<file path="src/verilog/join_defs.svh">
// word geometry for the stream joiner; only 8-byte little-endian words are supported.
`ifndef JOIN_DEFS_SVH
`define JOIN_DEFS_SVH

// ------------------------------
// word geometry
// ------------------------------

// bytes per data word.
`define JOIN_BYTES 8

// width of a byte count.
// must hold 0 through JOIN_BYTES inclusive.
// it must also hold a residue plus a full word, so 15 max.
`define JOIN_CNT_W 4

`endif

</file>
<file path="src/verilog/stream_pkg.sv">
// beat type shared by every stream port; keep must be a contiguous run of ones from byte 0.
`default_nettype none

`include "join_defs.svh"

package stream_pkg;

   // ------------------------------
   // stream beat
   // ------------------------------

   // one transfer on a valid/ready byte stream.
   // byte 0 sits in data[0] (little endian).
   typedef struct packed {
      logic [`JOIN_BYTES-1:0][7:0] data;
      logic [`JOIN_BYTES-1:0]      keep;
      logic                        last;
   } beat_t;

   // keep bit i qualifies data byte i.
   // last marks the final beat of a packet.

endpackage

`default_nettype wire

</file>
<file path="src/verilog/join_pkg.sv">
// control types for the joiner; the byte count is sized for a 7-byte residue plus one word.
`default_nettype none

`include "join_defs.svh"

package join_pkg;

   // ------------------------------
   // control state encodings
   // ------------------------------

   // which input the sequencer forwards.
   typedef enum logic {
      SRC_HEADER,
      SRC_PAYLOAD
   } src_t;

   // packer mode; FLUSH emits the spilled remainder as a last word.
   typedef enum logic {
      PACK,
      FLUSH
   } pack_state_t;

   // byte count for keep counts and the residue count.
   typedef logic [`JOIN_CNT_W-1:0] byte_cnt_t;

endpackage

`default_nettype wire

</file>
<file path="src/verilog/hdr_pyld_sequencer.sv">
// combinational source select; a header must end with last set before its payload is taken.
`timescale 1ns/1ps
`default_nettype none

module hdr_pyld_sequencer (
   input  logic              clk,
   input  logic              resetn,
   input  stream_pkg::beat_t hdr_beat,
   input  logic              hdr_valid,
   output logic              hdr_ready,
   input  stream_pkg::beat_t pyld_beat,
   input  logic              pyld_valid,
   output logic              pyld_ready,
   output stream_pkg::beat_t seq_beat,
   output logic              seq_valid,
   output logic              seq_hdr_end,
   input  logic              seq_ready
);

   join_pkg::src_t src;
   logic           on_hdr;
   logic           seq_xfer;

   assign on_hdr   = (src == join_pkg::SRC_HEADER);
   assign seq_xfer = seq_valid && seq_ready;

   // ------------------------------
   // source state
   // ------------------------------

   // header until its last beat goes, then payload until its last beat goes.
   always_ff @(posedge clk) begin
      if (!resetn) begin
         src <= join_pkg::SRC_HEADER;
      end else if (seq_xfer && on_hdr && hdr_beat.last) begin
         src <= join_pkg::SRC_PAYLOAD;
      end else if (seq_xfer && !on_hdr && pyld_beat.last) begin
         src <= join_pkg::SRC_HEADER;
      end
   end

   // ------------------------------
   // forward path
   // ------------------------------

   always_comb begin
      seq_beat = on_hdr ? hdr_beat : pyld_beat;
      // last on the link means end of the joined packet.
      if (on_hdr) begin
         seq_beat.last = 1'b0;
      end
      seq_valid   = on_hdr ? hdr_valid : pyld_valid;
      seq_hdr_end = on_hdr && hdr_valid && hdr_beat.last;
      // ready goes back to the selected input only.
      hdr_ready   = on_hdr && seq_ready;
      pyld_ready  = !on_hdr && seq_ready;
   end

   // payload stays held off until the header's last beat and after its own last beat.
   a_hdr_first: assert property (@(posedge clk) disable iff (!resetn)
      ((hdr_valid && hdr_ready && !hdr_beat.last)
       || (pyld_valid && pyld_ready && pyld_beat.last)) |=> !pyld_ready);

endmodule

`default_nettype wire

</file>
<file path="src/verilog/byte_packer.sv">
// packs a gap-free byte stream into full words; input keep must be a prefix, never empty.
`timescale 1ns/1ps
`default_nettype none

`include "join_defs.svh"

module byte_packer (
   input  logic              clk,
   input  logic              resetn,
   input  stream_pkg::beat_t seq_beat,
   input  logic              seq_valid,
   input  logic              seq_hdr_end,
   output logic              seq_ready,
   output stream_pkg::beat_t pk_beat,
   output logic              pk_valid,
   input  logic              pk_ready
);

   localparam int B = `JOIN_BYTES;

   join_pkg::pack_state_t state;
   logic [B-1:0][7:0]     res_data;
   join_pkg::byte_cnt_t   res_cnt;
   join_pkg::byte_cnt_t   in_cnt;
   join_pkg::byte_cnt_t   total;
   logic [2*B-1:0][7:0]   comb;
   logic                  out_free;
   logic                  in_xfer;
   logic                  keep_ok;

   // number of ones in a prefix keep.
   function automatic join_pkg::byte_cnt_t keep_cnt(input logic [B-1:0] keep);
      join_pkg::byte_cnt_t n;
      n = '0;
      for (int i = 0; i < B; i++) begin
         n = n + join_pkg::byte_cnt_t'(keep[i]);
      end
      return n;
   endfunction

   // prefix keep for a byte count of 0 to B.
   function automatic logic [B-1:0] cnt_keep(input join_pkg::byte_cnt_t cnt);
      logic [B-1:0] k;
      for (int i = 0; i < B; i++) begin
         k[i] = (i < int'(cnt));
      end
      return k;
   endfunction

   // ------------------------------
   // byte alignment
   // ------------------------------

   // the output register must be empty or draining to take anything.
   assign out_free  = !pk_valid || pk_ready;
   assign seq_ready = (state == join_pkg::PACK) && out_free;
   assign in_xfer   = seq_valid && seq_ready;
   assign in_cnt    = keep_cnt(seq_beat.keep);
   // the sum is at most 7 + 8 and fits the count type.
   assign total     = res_cnt + in_cnt;

   // residue first, then incoming bytes right above it; zeros past total.
   always_comb begin
      for (int i = 0; i < 2*B; i++) begin
         comb[i] = 8'h00;
         if (i < int'(res_cnt)) begin
            comb[i] = res_data[i];
         end else if (i < int'(total)) begin
            comb[i] = seq_beat.data[i - int'(res_cnt)];
         end
      end
   end

   // ------------------------------
   // residue and output word
   // ------------------------------

   always_ff @(posedge clk) begin
      if (!resetn) begin
         state    <= join_pkg::PACK;
         res_cnt  <= '0;
         pk_valid <= 1'b0;
      end else begin
         // word leaves unless replaced below.
         if (pk_valid && pk_ready) begin
            pk_valid <= 1'b0;
         end
         if (state == join_pkg::FLUSH) begin
            // leftover bytes go out as the last word.
            if (out_free) begin
               pk_valid     <= 1'b1;
               pk_beat.data <= res_data;
               pk_beat.keep <= cnt_keep(res_cnt);
               pk_beat.last <= 1'b1;
               res_cnt      <= '0;
               state        <= join_pkg::PACK;
            end
         end else if (in_xfer) begin
            if (seq_beat.last && (total <= join_pkg::byte_cnt_t'(B))) begin
               // packet ends within this word.
               pk_valid     <= 1'b1;
               pk_beat.data <= comb[B-1:0];
               pk_beat.keep <= cnt_keep(total);
               pk_beat.last <= 1'b1;
               res_cnt      <= '0;
            end else if (total >= join_pkg::byte_cnt_t'(B)) begin
               // full word out and the overflow stays as residue.
               pk_valid     <= 1'b1;
               pk_beat.data <= comb[B-1:0];
               pk_beat.keep <= '1;
               pk_beat.last <= 1'b0;
               res_data     <= comb[2*B-1:B];
               res_cnt      <= total - join_pkg::byte_cnt_t'(B);
               // spill on the last beat needs a second word.
               if (seq_beat.last) begin
                  state <= join_pkg::FLUSH;
               end
            end else begin
               // not enough for a word yet.
               res_data <= comb[B-1:0];
               res_cnt  <= total;
            end
         end
      end
   end

   // ------------------------------
   // checks
   // ------------------------------

   // prefix, non-empty, and short only at the header end or packet end.
   assign keep_ok = ((seq_beat.keep & (seq_beat.keep + 1'b1)) == '0)
                    && (seq_beat.keep != '0)
                    && ((&seq_beat.keep) || seq_hdr_end || seq_beat.last);

   a_keep_prefix: assert property (@(posedge clk) disable iff (!resetn)
      seq_valid |-> keep_ok);

   a_hold_stable: assert property (@(posedge clk) disable iff (!resetn)
      pk_valid && !pk_ready |=> pk_valid && $stable(pk_beat));

   a_full_words: assert property (@(posedge clk) disable iff (!resetn)
      pk_valid && !pk_beat.last |-> &pk_beat.keep);

endmodule

`default_nettype wire

</file>
<file path="src/verilog/skid_buffer.sv">
// two-entry output register; ready toward the packer comes straight from a flop.
`timescale 1ns/1ps
`default_nettype none

module skid_buffer (
   input  logic              clk,
   input  logic              resetn,
   input  stream_pkg::beat_t pk_beat,
   input  logic              pk_valid,
   output logic              pk_ready,
   output stream_pkg::beat_t out_beat,
   output logic              out_valid,
   input  logic              out_ready
);

   stream_pkg::beat_t spill_beat;
   logic              spill_valid;
   logic              in_xfer;
   logic              main_free;

   // free entry exists as long as the spill slot is empty.
   assign pk_ready  = !spill_valid;
   assign in_xfer   = pk_valid && pk_ready;
   assign main_free = !out_valid || out_ready;

   // ------------------------------
   // entry occupancy
   // ------------------------------

   always_ff @(posedge clk) begin
      if (!resetn) begin
         out_valid   <= 1'b0;
         spill_valid <= 1'b0;
      end else if (main_free) begin
         out_valid   <= spill_valid || in_xfer;
         spill_valid <= 1'b0;
      end else if (in_xfer) begin
         // out_ready fell while a beat was accepted.
         spill_valid <= 1'b1;
      end
   end

   // spill drains first, so order is kept.
   always_ff @(posedge clk) begin
      if (main_free) begin
         if (spill_valid) begin
            out_beat <= spill_beat;
         end else if (in_xfer) begin
            out_beat <= pk_beat;
         end
      end else if (in_xfer) begin
         spill_beat <= pk_beat;
      end
   end

   // a full buffer that cannot drain keeps both beats untouched.
   a_no_overflow: assert property (@(posedge clk) disable iff (!resetn)
      out_valid && spill_valid && !out_ready |=> out_valid && spill_valid
      && $stable(out_beat) && $stable(spill_beat));

endmodule

`default_nettype wire

</file>
<file path="src/verilog/stream_join.sv">
// header/payload joiner top; single clock, little endian, payload follows header with no gap.
`timescale 1ns/1ps
`default_nettype none

module stream_join (
   input  logic              clk,
   input  logic              resetn,
   input  stream_pkg::beat_t hdr_beat,
   input  logic              hdr_valid,
   output logic              hdr_ready,
   input  stream_pkg::beat_t pyld_beat,
   input  logic              pyld_valid,
   output logic              pyld_ready,
   output stream_pkg::beat_t out_beat,
   output logic              out_valid,
   input  logic              out_ready
);

   // ------------------------------
   // internal links
   // ------------------------------

   stream_pkg::beat_t seq_beat;
   logic              seq_valid;
   logic              seq_ready;
   logic              seq_hdr_end;
   stream_pkg::beat_t pk_beat;
   logic              pk_valid;
   logic              pk_ready;

   // header then payload, one stream.
   hdr_pyld_sequencer u_seq (
      .clk         (clk),
      .resetn      (resetn),
      .hdr_beat    (hdr_beat),
      .hdr_valid   (hdr_valid),
      .hdr_ready   (hdr_ready),
      .pyld_beat   (pyld_beat),
      .pyld_valid  (pyld_valid),
      .pyld_ready  (pyld_ready),
      .seq_beat    (seq_beat),
      .seq_valid   (seq_valid),
      .seq_hdr_end (seq_hdr_end),
      .seq_ready   (seq_ready)
   );

   // shift across the boundary into full words.
   byte_packer u_pack (
      .clk         (clk),
      .resetn      (resetn),
      .seq_beat    (seq_beat),
      .seq_valid   (seq_valid),
      .seq_hdr_end (seq_hdr_end),
      .seq_ready   (seq_ready),
      .pk_beat     (pk_beat),
      .pk_valid    (pk_valid),
      .pk_ready    (pk_ready)
   );

   // registered output stage.
   skid_buffer u_skid (
      .clk       (clk),
      .resetn    (resetn),
      .pk_beat   (pk_beat),
      .pk_valid  (pk_valid),
      .pk_ready  (pk_ready),
      .out_beat  (out_beat),
      .out_valid (out_valid),
      .out_ready (out_ready)
   );

endmodule

`default_nettype wire

</file>
<file path="config.mk">
export PLATFORM = sky130hd
export DESIGN_NAME = stream_join
export DESIGN_NICKNAME = d
export VERILOG_FILES = /design/src/verilog/stream_pkg.sv /design/src/verilog/join_pkg.sv /design/src/verilog/hdr_pyld_sequencer.sv /design/src/verilog/byte_packer.sv /design/src/verilog/skid_buffer.sv /design/src/verilog/stream_join.sv
export VERILOG_INCLUDE_DIRS = /design/src /design/src/verilog
export SDC_FILE = /design/constraint.sdc
export NUM_CORES = 1
export LEC_CHECK = 0
export BUFFER_PORTS_ARGS = -buffer_cell sky130_fd_sc_hd__buf_2
export CORE_MARGIN = 2
export CORE_UTILIZATION = 50
export DETAILED_ROUTE_END_ITERATION = 7
export GPL_ROUTABILITY_DRIVEN = 0
export GPL_TIMING_DRIVEN = 0
export PLACE_DENSITY = 0.71
export SKIP_LAST_GASP = 1
export SLEW_MARGIN = 15
export SYNTH_ARGS = -nofsm -noshare
export SYNTH_HDL_FRONTEND = slang
export SYNTH_HIERARCHICAL = 1
export SYNTH_SLANG_ARGS = --single-unit
</file>
<file path="constraint.sdc">
create_clock -name clk -period 17.8 [get_ports clk]
set_input_delay 2.67 -clock clk [delete_from_list [all_inputs] [get_ports clk]]
set_output_delay 2.67 -clock clk [all_outputs]
set_load 0.05 [all_outputs]
</file>
Word-level counts from Yosys, hierarchy flattened
Cells that the tools add are included.

storage, ports and cells
  bits in registers = 292
  bits of input ports = 151
  output and inout port bits = 76
  logic and storage cells = 252

operators by class
  add/subtract/negate cells = 24
  magnitude comparators = 47
  eq/ne operators = 1
  mux-type cells = 105
  bitwise logic cells = 5
  reduce and logical (&&, ||, !) cells = 26

operator list
  operator               number
  $mux W73               8
  $lt A32 B5 Y1 const B  15
  $mux W8                60
  $bmux W8 S3            15
  $lt A4 B4 Y1 const A   14
  $mux W56               1
  $sub A4 B4 Y5 const A  7
  $lt A3 B4 Y1 const A   8
  $add A4 B1 Y4          6
  $mux W4                5
  $sub A3 B4 Y5 const A  4
  $lt A1 B4 Y1 const A   4
  $lt A2 B4 Y1 const A   4
  $mux W1                16
  $logic_and A1 B1 Y1    10
  $sub A1 B4 Y5 const A  2
  $sub A2 B4 Y5 const A  2
  $reduce_and A4 Y1      2
  $reduce_and A2 Y1      3
  $reduce_bool A2 Y1     3
  $not A1 Y1             5
  $add A4 B4 Y4          1
  $ge A4 B4 Y1 const B   1
  $le A4 B4 Y1 const B   1
  7 further kinds        11

Longest topological paths before layout
Gate-level depths: netlist of run 1.

  word-level depth = 16
  mapped depth = 16
  mapped depth without buffers = 13

Hierarchy
The synthesis of run 1 kept the hierarchy.

by module, submodules not included
  module              instances  cells each  area an instance (um2)  sequential area each (um2)
  byte_packer         1          697         9123.8                  4234.1
  skid_buffer         1          237         5480.3                  4424.2
  hdr_pyld_sequencer  1          90          1068.5                  20.0

Least setup slack after synthesis of run 1
OpenSTA, ideal clock, no wires.

  path kind = in2reg
  start = in pyld_beat[3] (netlist bit)
  end = reg u_pack/res_data[0] (netlist bit), enable pin
  arrival time = 8.830 ns
  slack = 8.463 ns
  stages on the path = 12
  cells stage by stage = mux2_2 -> fa_1 -> inv_1 -> fa_1 -> fa_1 -> inv_1 -> ha_1 -> fa_1 -> clkbuf_1 -> or3_1 -> nand2_1 -> a21oi_1

between the ends
  longest elaborated chain between the ends = 12

ends and longest elaborated chain
  element                             line                      source
  from (decl)                         stream_join.sv:11         input stream_pkg::beat_t pyld_beat,
  $mux W73                            hdr_pyld_sequencer.sv:47  seq_beat = on_hdr ? hdr_beat : pyld_beat;
  $add A4 B1 Y4 (6 in a row)          byte_packer.sv:36         n = n + join_pkg::byte_cnt_t'(keep[i]);
  $add A4 B4 Y4                       byte_packer.sv:60         assign total = res_cnt + in_cnt;
  $le A4 B4 Y1                        byte_packer.sv:99         if (seq_beat.last && (total <= join_pkg::byte_cnt_t'(B))) begin
  $logic_and A1 B1 Y1                 byte_packer.sv:99
  $not A1 Y1 (no source line)         n/a
  $reduce_and A4 Y1 (no source line)  n/a
  to (signal assigned)                byte_packer.sv:112        res_data <= comb[2*B-1:B];
  to (signal assigned)                byte_packer.sv:120        res_data <= comb[B-1:0];
  to (decl)                           byte_packer.sv:22         logic [B-1:0][7:0] res_data;

No other way between the ends.
A chain may end at the register's enable or synchronous reset.

==> impl_metrics.tcl, run 1 <==
set metrics [dict create \
    hold_start "u_pack/pk_beat[37]" \
    timing.critical_path.required_ns 18.03 \
    static-leakage-power_nw 6.96 \
    adder_cell_share_of_the_synthesized_area_pct 1.79 \
    grt_max_degree 61 \
    wire_length_of_the_first_global_routing_pass_mm 58.5 \
    dpl.cell_count 1658 \
    finalSetupTns_ns 0 \
    floorplan.initialDensity_pct 51.0 \
    max_freq_mhz 147 \
    coreArea_um2 30700 \
    cp_num_buf_inv 6 \
    power.switching_fraction_pct 38.7 \
    postCtsHoldBufs 0 \
    number_of_distinct_library_cell_variants_in_the_gate_level_netlist_after_synthesis 56 \
    post-route-cell-area_um2 18500 \
    vias_per_cell 5.87 \
    critical_path_arrival_ns 7.05 \
    top_level_ports 227 \
    powerDensity_nw_per_um2 177 \
    synth_ff_type "sky130_fd_sc_hd__edfxtp_1" \
    chipHeight_um 181 \
    clkLatencyLatePin_ns 0.56 \
    final-setup-viol-count 0 \
    vias 10000 \
    status "finished, final reports clean" \
    worstSetupStartpointType "primary input" \
    numPortBuffers 226 \
    dpl.hpwl_mm 29.5 \
    synth.most_common_cell "sky130_fd_sc_hd__edfxtp_1" \
    slew-limit-headroom_pct 40.4 \
    sequential_share_of_power_pct 32.7 \
    min_to "u_skid/spill_beat[37]" \
    cts_inserted_buffers 29 \
    final-max-slew-violation-count 0 \
    wl_mm 38.3 \
    rsz0062_at_grt "false" \
    syn-instance-count 1024 \
    timing.hold.worst.class "reg2reg" \
    maxCapViolations 0 \
    timing_worst_slew_pin_value_ns 0.891 \
    syn2layout_area_growth_pct 17.7 \
    synth.yosys.seq_area_share_pct 55.4 \
    gr-usage-all-layers_pct 23.3 \
    cts.reportedPaths.clkPinSlew_ns 0.06 \
    worst_clock_skew_ns 0.0408 \
    total_switching_power_w 0.00126 \
    synth.net_count 1195 \
    intPower_w 0.00200 \
    combPwrFrac_pct 48.8 \
    critical_path_cell_by_cell "buf_2 -> mux2_2 -> fa_1 -> inv_1 -> fa_1 -> fa_1 -> inv_1 -> ha_1 -> fa_1 -> clkbuf_1 -> or3_1 -> nand2_1 -> a21oi_4 -> buf_16 -> buf_16" \
    yosys.area_share.xor_xnor_pct 0.798 \
    dpl_cell_area_um2 17500 \
    critical-path-max-stage-delay_ns 0.54 \
    crit_type "in2reg" \
    critical_path.reg2reg.startpoint "u_seq/src" \
    pwr-share-clk_pct 18.5 \
    chipWidth_um 181 \
    post_synth_main_area_contributors "sky130_fd_sc_hd__edfxtp_1, sky130_fd_sc_hd__mux2_2, sky130_fd_sc_hd__mux4_2" \
    ys_ff_latch 292 \
    number_of_iterations_in_the_first_detailed_routing_pass 6 \
    design.final.nets 1464 \
    cts.repair_timing.setup_buffer_count 0 \
    hold_violations 0 \
    root_buffer "sky130_fd_sc_hd__clkbuf_16" \
    post-route-min-period_ns 6.81 \
    compound_cell_area_share_of_the_yosys_netlist_pct 5.20 \
    holdPathStages 0 \
    timing.reg2reg.worst_path_depth 16 \
    num_rows 64 \
    peakVddDrop_v 0.000120 \
    grt.overflow.total 0 \
    critPathMostFrequentCell "sky130_fd_sc_hd__fa_1" \
    synth_enable_flop_cells 283 \
    ys.warnings.count 6 \
    final-instance-count-excl-fill 1709 \
    total_power_w 0.00326 \
    tritoncts "built" \
    detail_route.iter0.violations 837 \
    worst_r2r_endpoint "u_pack/res_data[40]" \
    flop2flop_setup_slack_ns 12.34 \
    avgRoutedWirePerCell_um 22.4 \
    insertedDiodeCount 0 \
    syn-mean-instance-area_um2 15.3 \
    post_synth_most_frequent_cells "sky130_fd_sc_hd__edfxtp_1, sky130_fd_sc_hd__mux2_2, sky130_fd_sc_hd__nand2_1" \
    post-route-period-util_pct 38.3 \
    finalCoreUtilization_pct 60.0 \
    synth_largest_area_cell "sky130_fd_sc_hd__edfxtp_1" \
    ctsHtreeMaxLevel 1 \
    grt_pass1_vias 9899 \
    max_clock_buf_depth 3 \
    clock_sink_count 292 \
    multiplexer_share_of_the_synthesized_area_pct 28.2 \
    floorplan.die_area_um2 32800 \
    antenna_found_initial 0 \
    async_reset_ff_share_pct 0 \
    remaining_drc_errors 0 \
    yosysTopAreaCellShare_pct 54.2 \
    crit_end_element "register" \
    drtAntennaViolNets 0 \
    cts_resized 0 \
    crit_cells 15 \
    layout-drive-gt1-share_pct 45.6 \
    timing.critical_path.fanout_max 22 \
    syn-cell-area_um2 15700 \
    critical_path.slowest_cell "sky130_fd_sc_hd__fa_1" \
    synth_top_family_by_area "multiplexers" \
    synth_simple_gate_area_share_pct 5.38 \
    largest_delay_share_family_worst_path "adder cells" \
]
stage by stage:
| step | hold WS, ns | worst slack, ns |
|---|---|---|
| floorplan | 0.422 | 8.46 |
| global placement | 0.433 | 6.48 |
| detailed placement | 0.432 | 10.47 |
| CTS | 0.449 | 11.01 |
| global route | 0.455 | 10.81 |
| finish | 0.445 | 10.99 |
worst reg2reg max path: cells and delay by family (launching register included):
family	cells	cell delay (ns)
compound gates	1	0.49
fa+ha+maj	5	2.20
buf+inv	7	1.36
flops	1	0.32
mux	1	0.40
simple gates	2	0.37
sequential cells by signal, indices dropped and copies added (netlist names):
name and count:
u_pack/pk_valid 1, u_skid/out_valid 1, u_pack/pk_beat 73, u_pack/state 1, u_skid/out_beat 73, u_skid/spill_beat 73, u_pack/res_data 64, u_skid/spill_valid 1
u_pack/res_cnt 4, u_seq/src 1
layout make-up:
class,instances,area (µm²)
Buffer,68,463
Clock buffer,39,763
Clock inverter,12,164
Fill cell,2417,12300
Inverter,13,48.8
Multi-Input combinational cell,651,6520
Sequential cell,292,8680
Tap cell,396,495
Timing Repair Buffer,238,1320
power groups by stage:
stage	clock network (W)	registers, W	logic, W
2_1_floorplan	0	0.00116	0.00105
3_3_place_gp	0	0.00108	0.00152
3_5_place_dp	0	0.00108	0.00157
4_1_cts	0.000615	0.00107	0.00158
5_1_grt	0.000641	0.00108	0.00171
6_report	0.000603	0.00107	0.00159
placed cells by master, fill, tap and decap left out, types with 29 or more instances in the layout:
cell	netlist	final
sky130_fd_sc_hd__edfxtp_1	283	283
sky130_fd_sc_hd__buf_2	27	253
sky130_fd_sc_hd__mux2_2	138	138
sky130_fd_sc_hd__nand2_1	85	85
sky130_fd_sc_hd__mux4_2	58	58
sky130_fd_sc_hd__nor2_1	58	58
sky130_fd_sc_hd__mux2i_1	56	56
sky130_fd_sc_hd__mux2_4	56	56
sky130_fd_sc_hd__o31ai_1	40	40
sky130_fd_sc_hd__clkbuf_16	0	29
per-layer routing:
metal / wire [µm] / vias to the layer above / track usage (%)
met2: 18000 / 477 / 37.2
li1: - / 4548 / -
met4: 1130 / 0 / 7.64
met5: 0 / - / 0
met3: 3180 / 70 / 5.10
met1: 16000 / 4936 / 32.1
cells by family after synthesis:
group / count (synthesis)
and+or+nand+nor: 191
muxes: 314
adders and majority gates: 20
AOI/OAI and AO/OA: 116
buffers and inverters: 81
xor gates and xnor gates: 10
DFF: 292
worst max path at each step:
stage / to / from
2_1_floorplan: u_pack/res_data[0] / pyld_beat[3]
3_3_place_gp: u_skid/spill_beat[13] / out_ready
3_5_place_dp: u_pack/res_data[4] / hdr_beat[3]
4_1_cts: u_pack/res_data[3] / hdr_beat[3]
5_1_grt: u_pack/res_data[11] / pyld_beat[3]
6_report: u_pack/res_data[40] / hdr_beat[3]
No activity file was read; power rests on OpenSTA's default activity.
==> inputs of run 2 (changes only) <==
- clock period: 17.8 -> 6.85 ns (I/O delays scaled with it)
==> impl_metrics.tcl, run 2 (same netlist as run 1, synthesis figures left out) <==
set metrics [dict create \
    status "finished, final reports clean" \
    maxCapViolations 0 \
    chipHeight_um 181 \
    postCtsHoldBufs 0 \
    cp_num_buf_inv 7 \
    num_rows 64 \
    slew-limit-headroom_pct 41.6 \
    final-setup-viol-count 0 \
    rsz0062_at_grt "false" \
    gr-usage-all-layers_pct 24.0 \
    syn2layout_area_growth_pct 18.4 \
    routed.top_layer "met4" \
    floorplan.die_area_um2 32800 \
    grt.overflow.total 0 \
    wire_length_of_the_first_global_routing_pass_mm 59.9 \
    pwr-share-clk_pct 19.6 \
    clock_sink_count 292 \
    static-leakage-power_nw 6.98 \
    total_switching_power_w 0.00335 \
    number_of_iterations_in_the_first_detailed_routing_pass 5 \
    peakVddDrop_v 0.000290 \
    max_clock_buf_depth 3 \
    timing_worst_slew_pin_value_ns 0.873 \
    setup_slack_ns 1.14 \
    final-max-slew-violation-count 0 \
    layout-drive-gt1-share_pct 46.0 \
    met1_length_mm 16.7 \
    cts.reportedPaths.clkPinSlew_ns 0.06 \
    post-route-min-period_ns 5.71 \
    timing.critical_path.fanout_max 23 \
    vias_per_cell 5.94 \
    layout_commonest_cell "sky130_fd_sc_hd__edfxtp_1" \
    wl_mm 39.4 \
    top_level_ports 227 \
    critical_path_cell_by_cell "buf_6 -> buf_2 -> mux2_2 -> fa_1 -> inv_1 -> fa_1 -> fa_1 -> inv_1 -> ha_1 -> fa_1 -> clkbuf_1 -> or3_1 -> nand2_1 -> a21oi_4 -> buf_16 -> buf_16" \
    largest_delay_share_family_worst_path "adder cells" \
    post-route-period-util_pct 83.4 \
    detailroute.wirelength.met3_mm 2.84 \
    detail_route.iter0.violations 949 \
    crit_type "reg2reg" \
    worst_r2r_endpoint "u_pack/res_data[4]" \
    ctsHtreeMaxLevel 1 \
    combPwrFrac_pct 48.2 \
    biggestRegsByFlops "u_pack/pk_beat: 73 flops, u_skid/out_beat: 73 flops, u_skid/spill_beat: 73 flops" \
    remaining_drc_errors 0 \
    floorplan.initialDensity_pct 51.0 \
    worstSetupStartpointType "register" \
    sequential_share_of_power_pct 32.2 \
    wl_met2_mm 19.1 \
    critical-path-max-stage-delay_ns 0.69 \
    finalSetupTns_ns 0 \
    grt_pass1_vias 10100 \
    avgRoutedWirePerCell_um 23.0 \
    tritoncts "built" \
    flop2flop_setup_slack_ns 1.14 \
    design.final.nets 1462 \
    critical_path.reg2reg.startpoint "u_seq/src" \
    max_freq_mhz 175 \
    critical_path_arrival_ns 5.96 \
    vias 10200 \
    cts_resized 0 \
    chipWidth_um 181 \
    holdPathStages 0 \
    power.switching_fraction_pct 38.8 \
    worst_clock_skew_ns 0.00815 \
    min_to "u_skid/spill_beat[72]" \
    intPower_w 0.00528 \
    crit_end_element "register" \
    dp_worst_setup_slack_ns 0.892 \
    clkLatencyLatePin_ns 0.54 \
    coreArea_um2 30700 \
    timing.hold.worst.class "reg2reg" \
    critical_path.slowest_cell "sky130_fd_sc_hd__a21oi_4" \
    insertedDiodeCount 0 \
    antenna_found_initial 0 \
    root_buffer "sky130_fd_sc_hd__clkbuf_16" \
    final_cell_mix "sky130_fd_sc_hd__edfxtp_1, sky130_fd_sc_hd__buf_2, sky130_fd_sc_hd__mux2_2" \
    hold_start "u_pack/pk_beat[72]" \
    hold_violations 0 \
    timing.reg2reg.worst_path_depth 16 \
    drtAntennaViolNets 0 \
    cts_inserted_buffers 30 \
    holdWs_ns 0.445 \
    dpl.hpwl_mm 30.3 \
    numPortBuffers 226 \
    critPathMostFrequentCell "sky130_fd_sc_hd__fa_1" \
    worst_setup_path_startpoint "u_seq/src" \
    timing.critical_path.required_ns 7.09 \
    grt_max_degree 59 \
    powerDensity_nw_per_um2 465 \
    cts.repair_timing.setup_buffer_count 0 \
]
run 2: metal layers:
metal,global-route usage [%],vias up
met3,3.63,54
met1,33.0,5057
met2,40.6,516
met4,5.43,0
li1,-,4534
met5,0,-
run 2: through the flow:
step                      utilization (%)  std cells  area (µm²)  total power, W
after floorplan                         -       1024       15700         0.00574
after global placement               56.3       1646       17300         0.00678
after detailed placement             57.0       1655       17500         0.00690
after CTS                            60.4       1711       18600         0.00861
after global routing                 60.4       1711       18600         0.00905
final                                60.4       1711       18600         0.00864
run 2: how the worst max path moves through the flow:
| stage | endpoint | cells after the start |
|---|---|---|
| after floorplan | u_pack/res_data[0] | 12 |
| after global placement | u_pack/res_data[5] | 13 |
| after detailed placement | u_pack/res_data[4] | 15 |
| after CTS | u_pack/res_data[6] | 16 |
| after global routing | u_pack/res_data[5] | 16 |
| final | u_pack/res_data[4] | 16 |
run 2: layout make-up:
| cell class | count | area [µm²] |
|---|---|---|
| Sequential cell | 292 | 8680 |
| Buffer | 68 | 463 |
| Inverter | 13 | 48.8 |
| Timing Repair Buffer | 235 | 1310 |
| Multi-Input combinational cell | 651 | 6520 |
| Clock inverter | 19 | 244 |
| Tap cell | 396 | 495 |
| Fill cell | 2391 | 12200 |
| Clock buffer | 37 | 798 |
run 2: power by group through the flow:
| stage | sequential [W] | combinational, W | clock, W |
|---|---|---|---|
| final | 0.00278 | 0.00416 | 0.00170 |
| after global routing | 0.00281 | 0.00445 | 0.00180 |
| after CTS | 0.00278 | 0.00411 | 0.00172 |
| after detailed placement | 0.00281 | 0.00408 | 0 |
| after global placement | 0.00282 | 0.00396 | 0 |
| after floorplan | 0.00300 | 0.00273 | 0 |
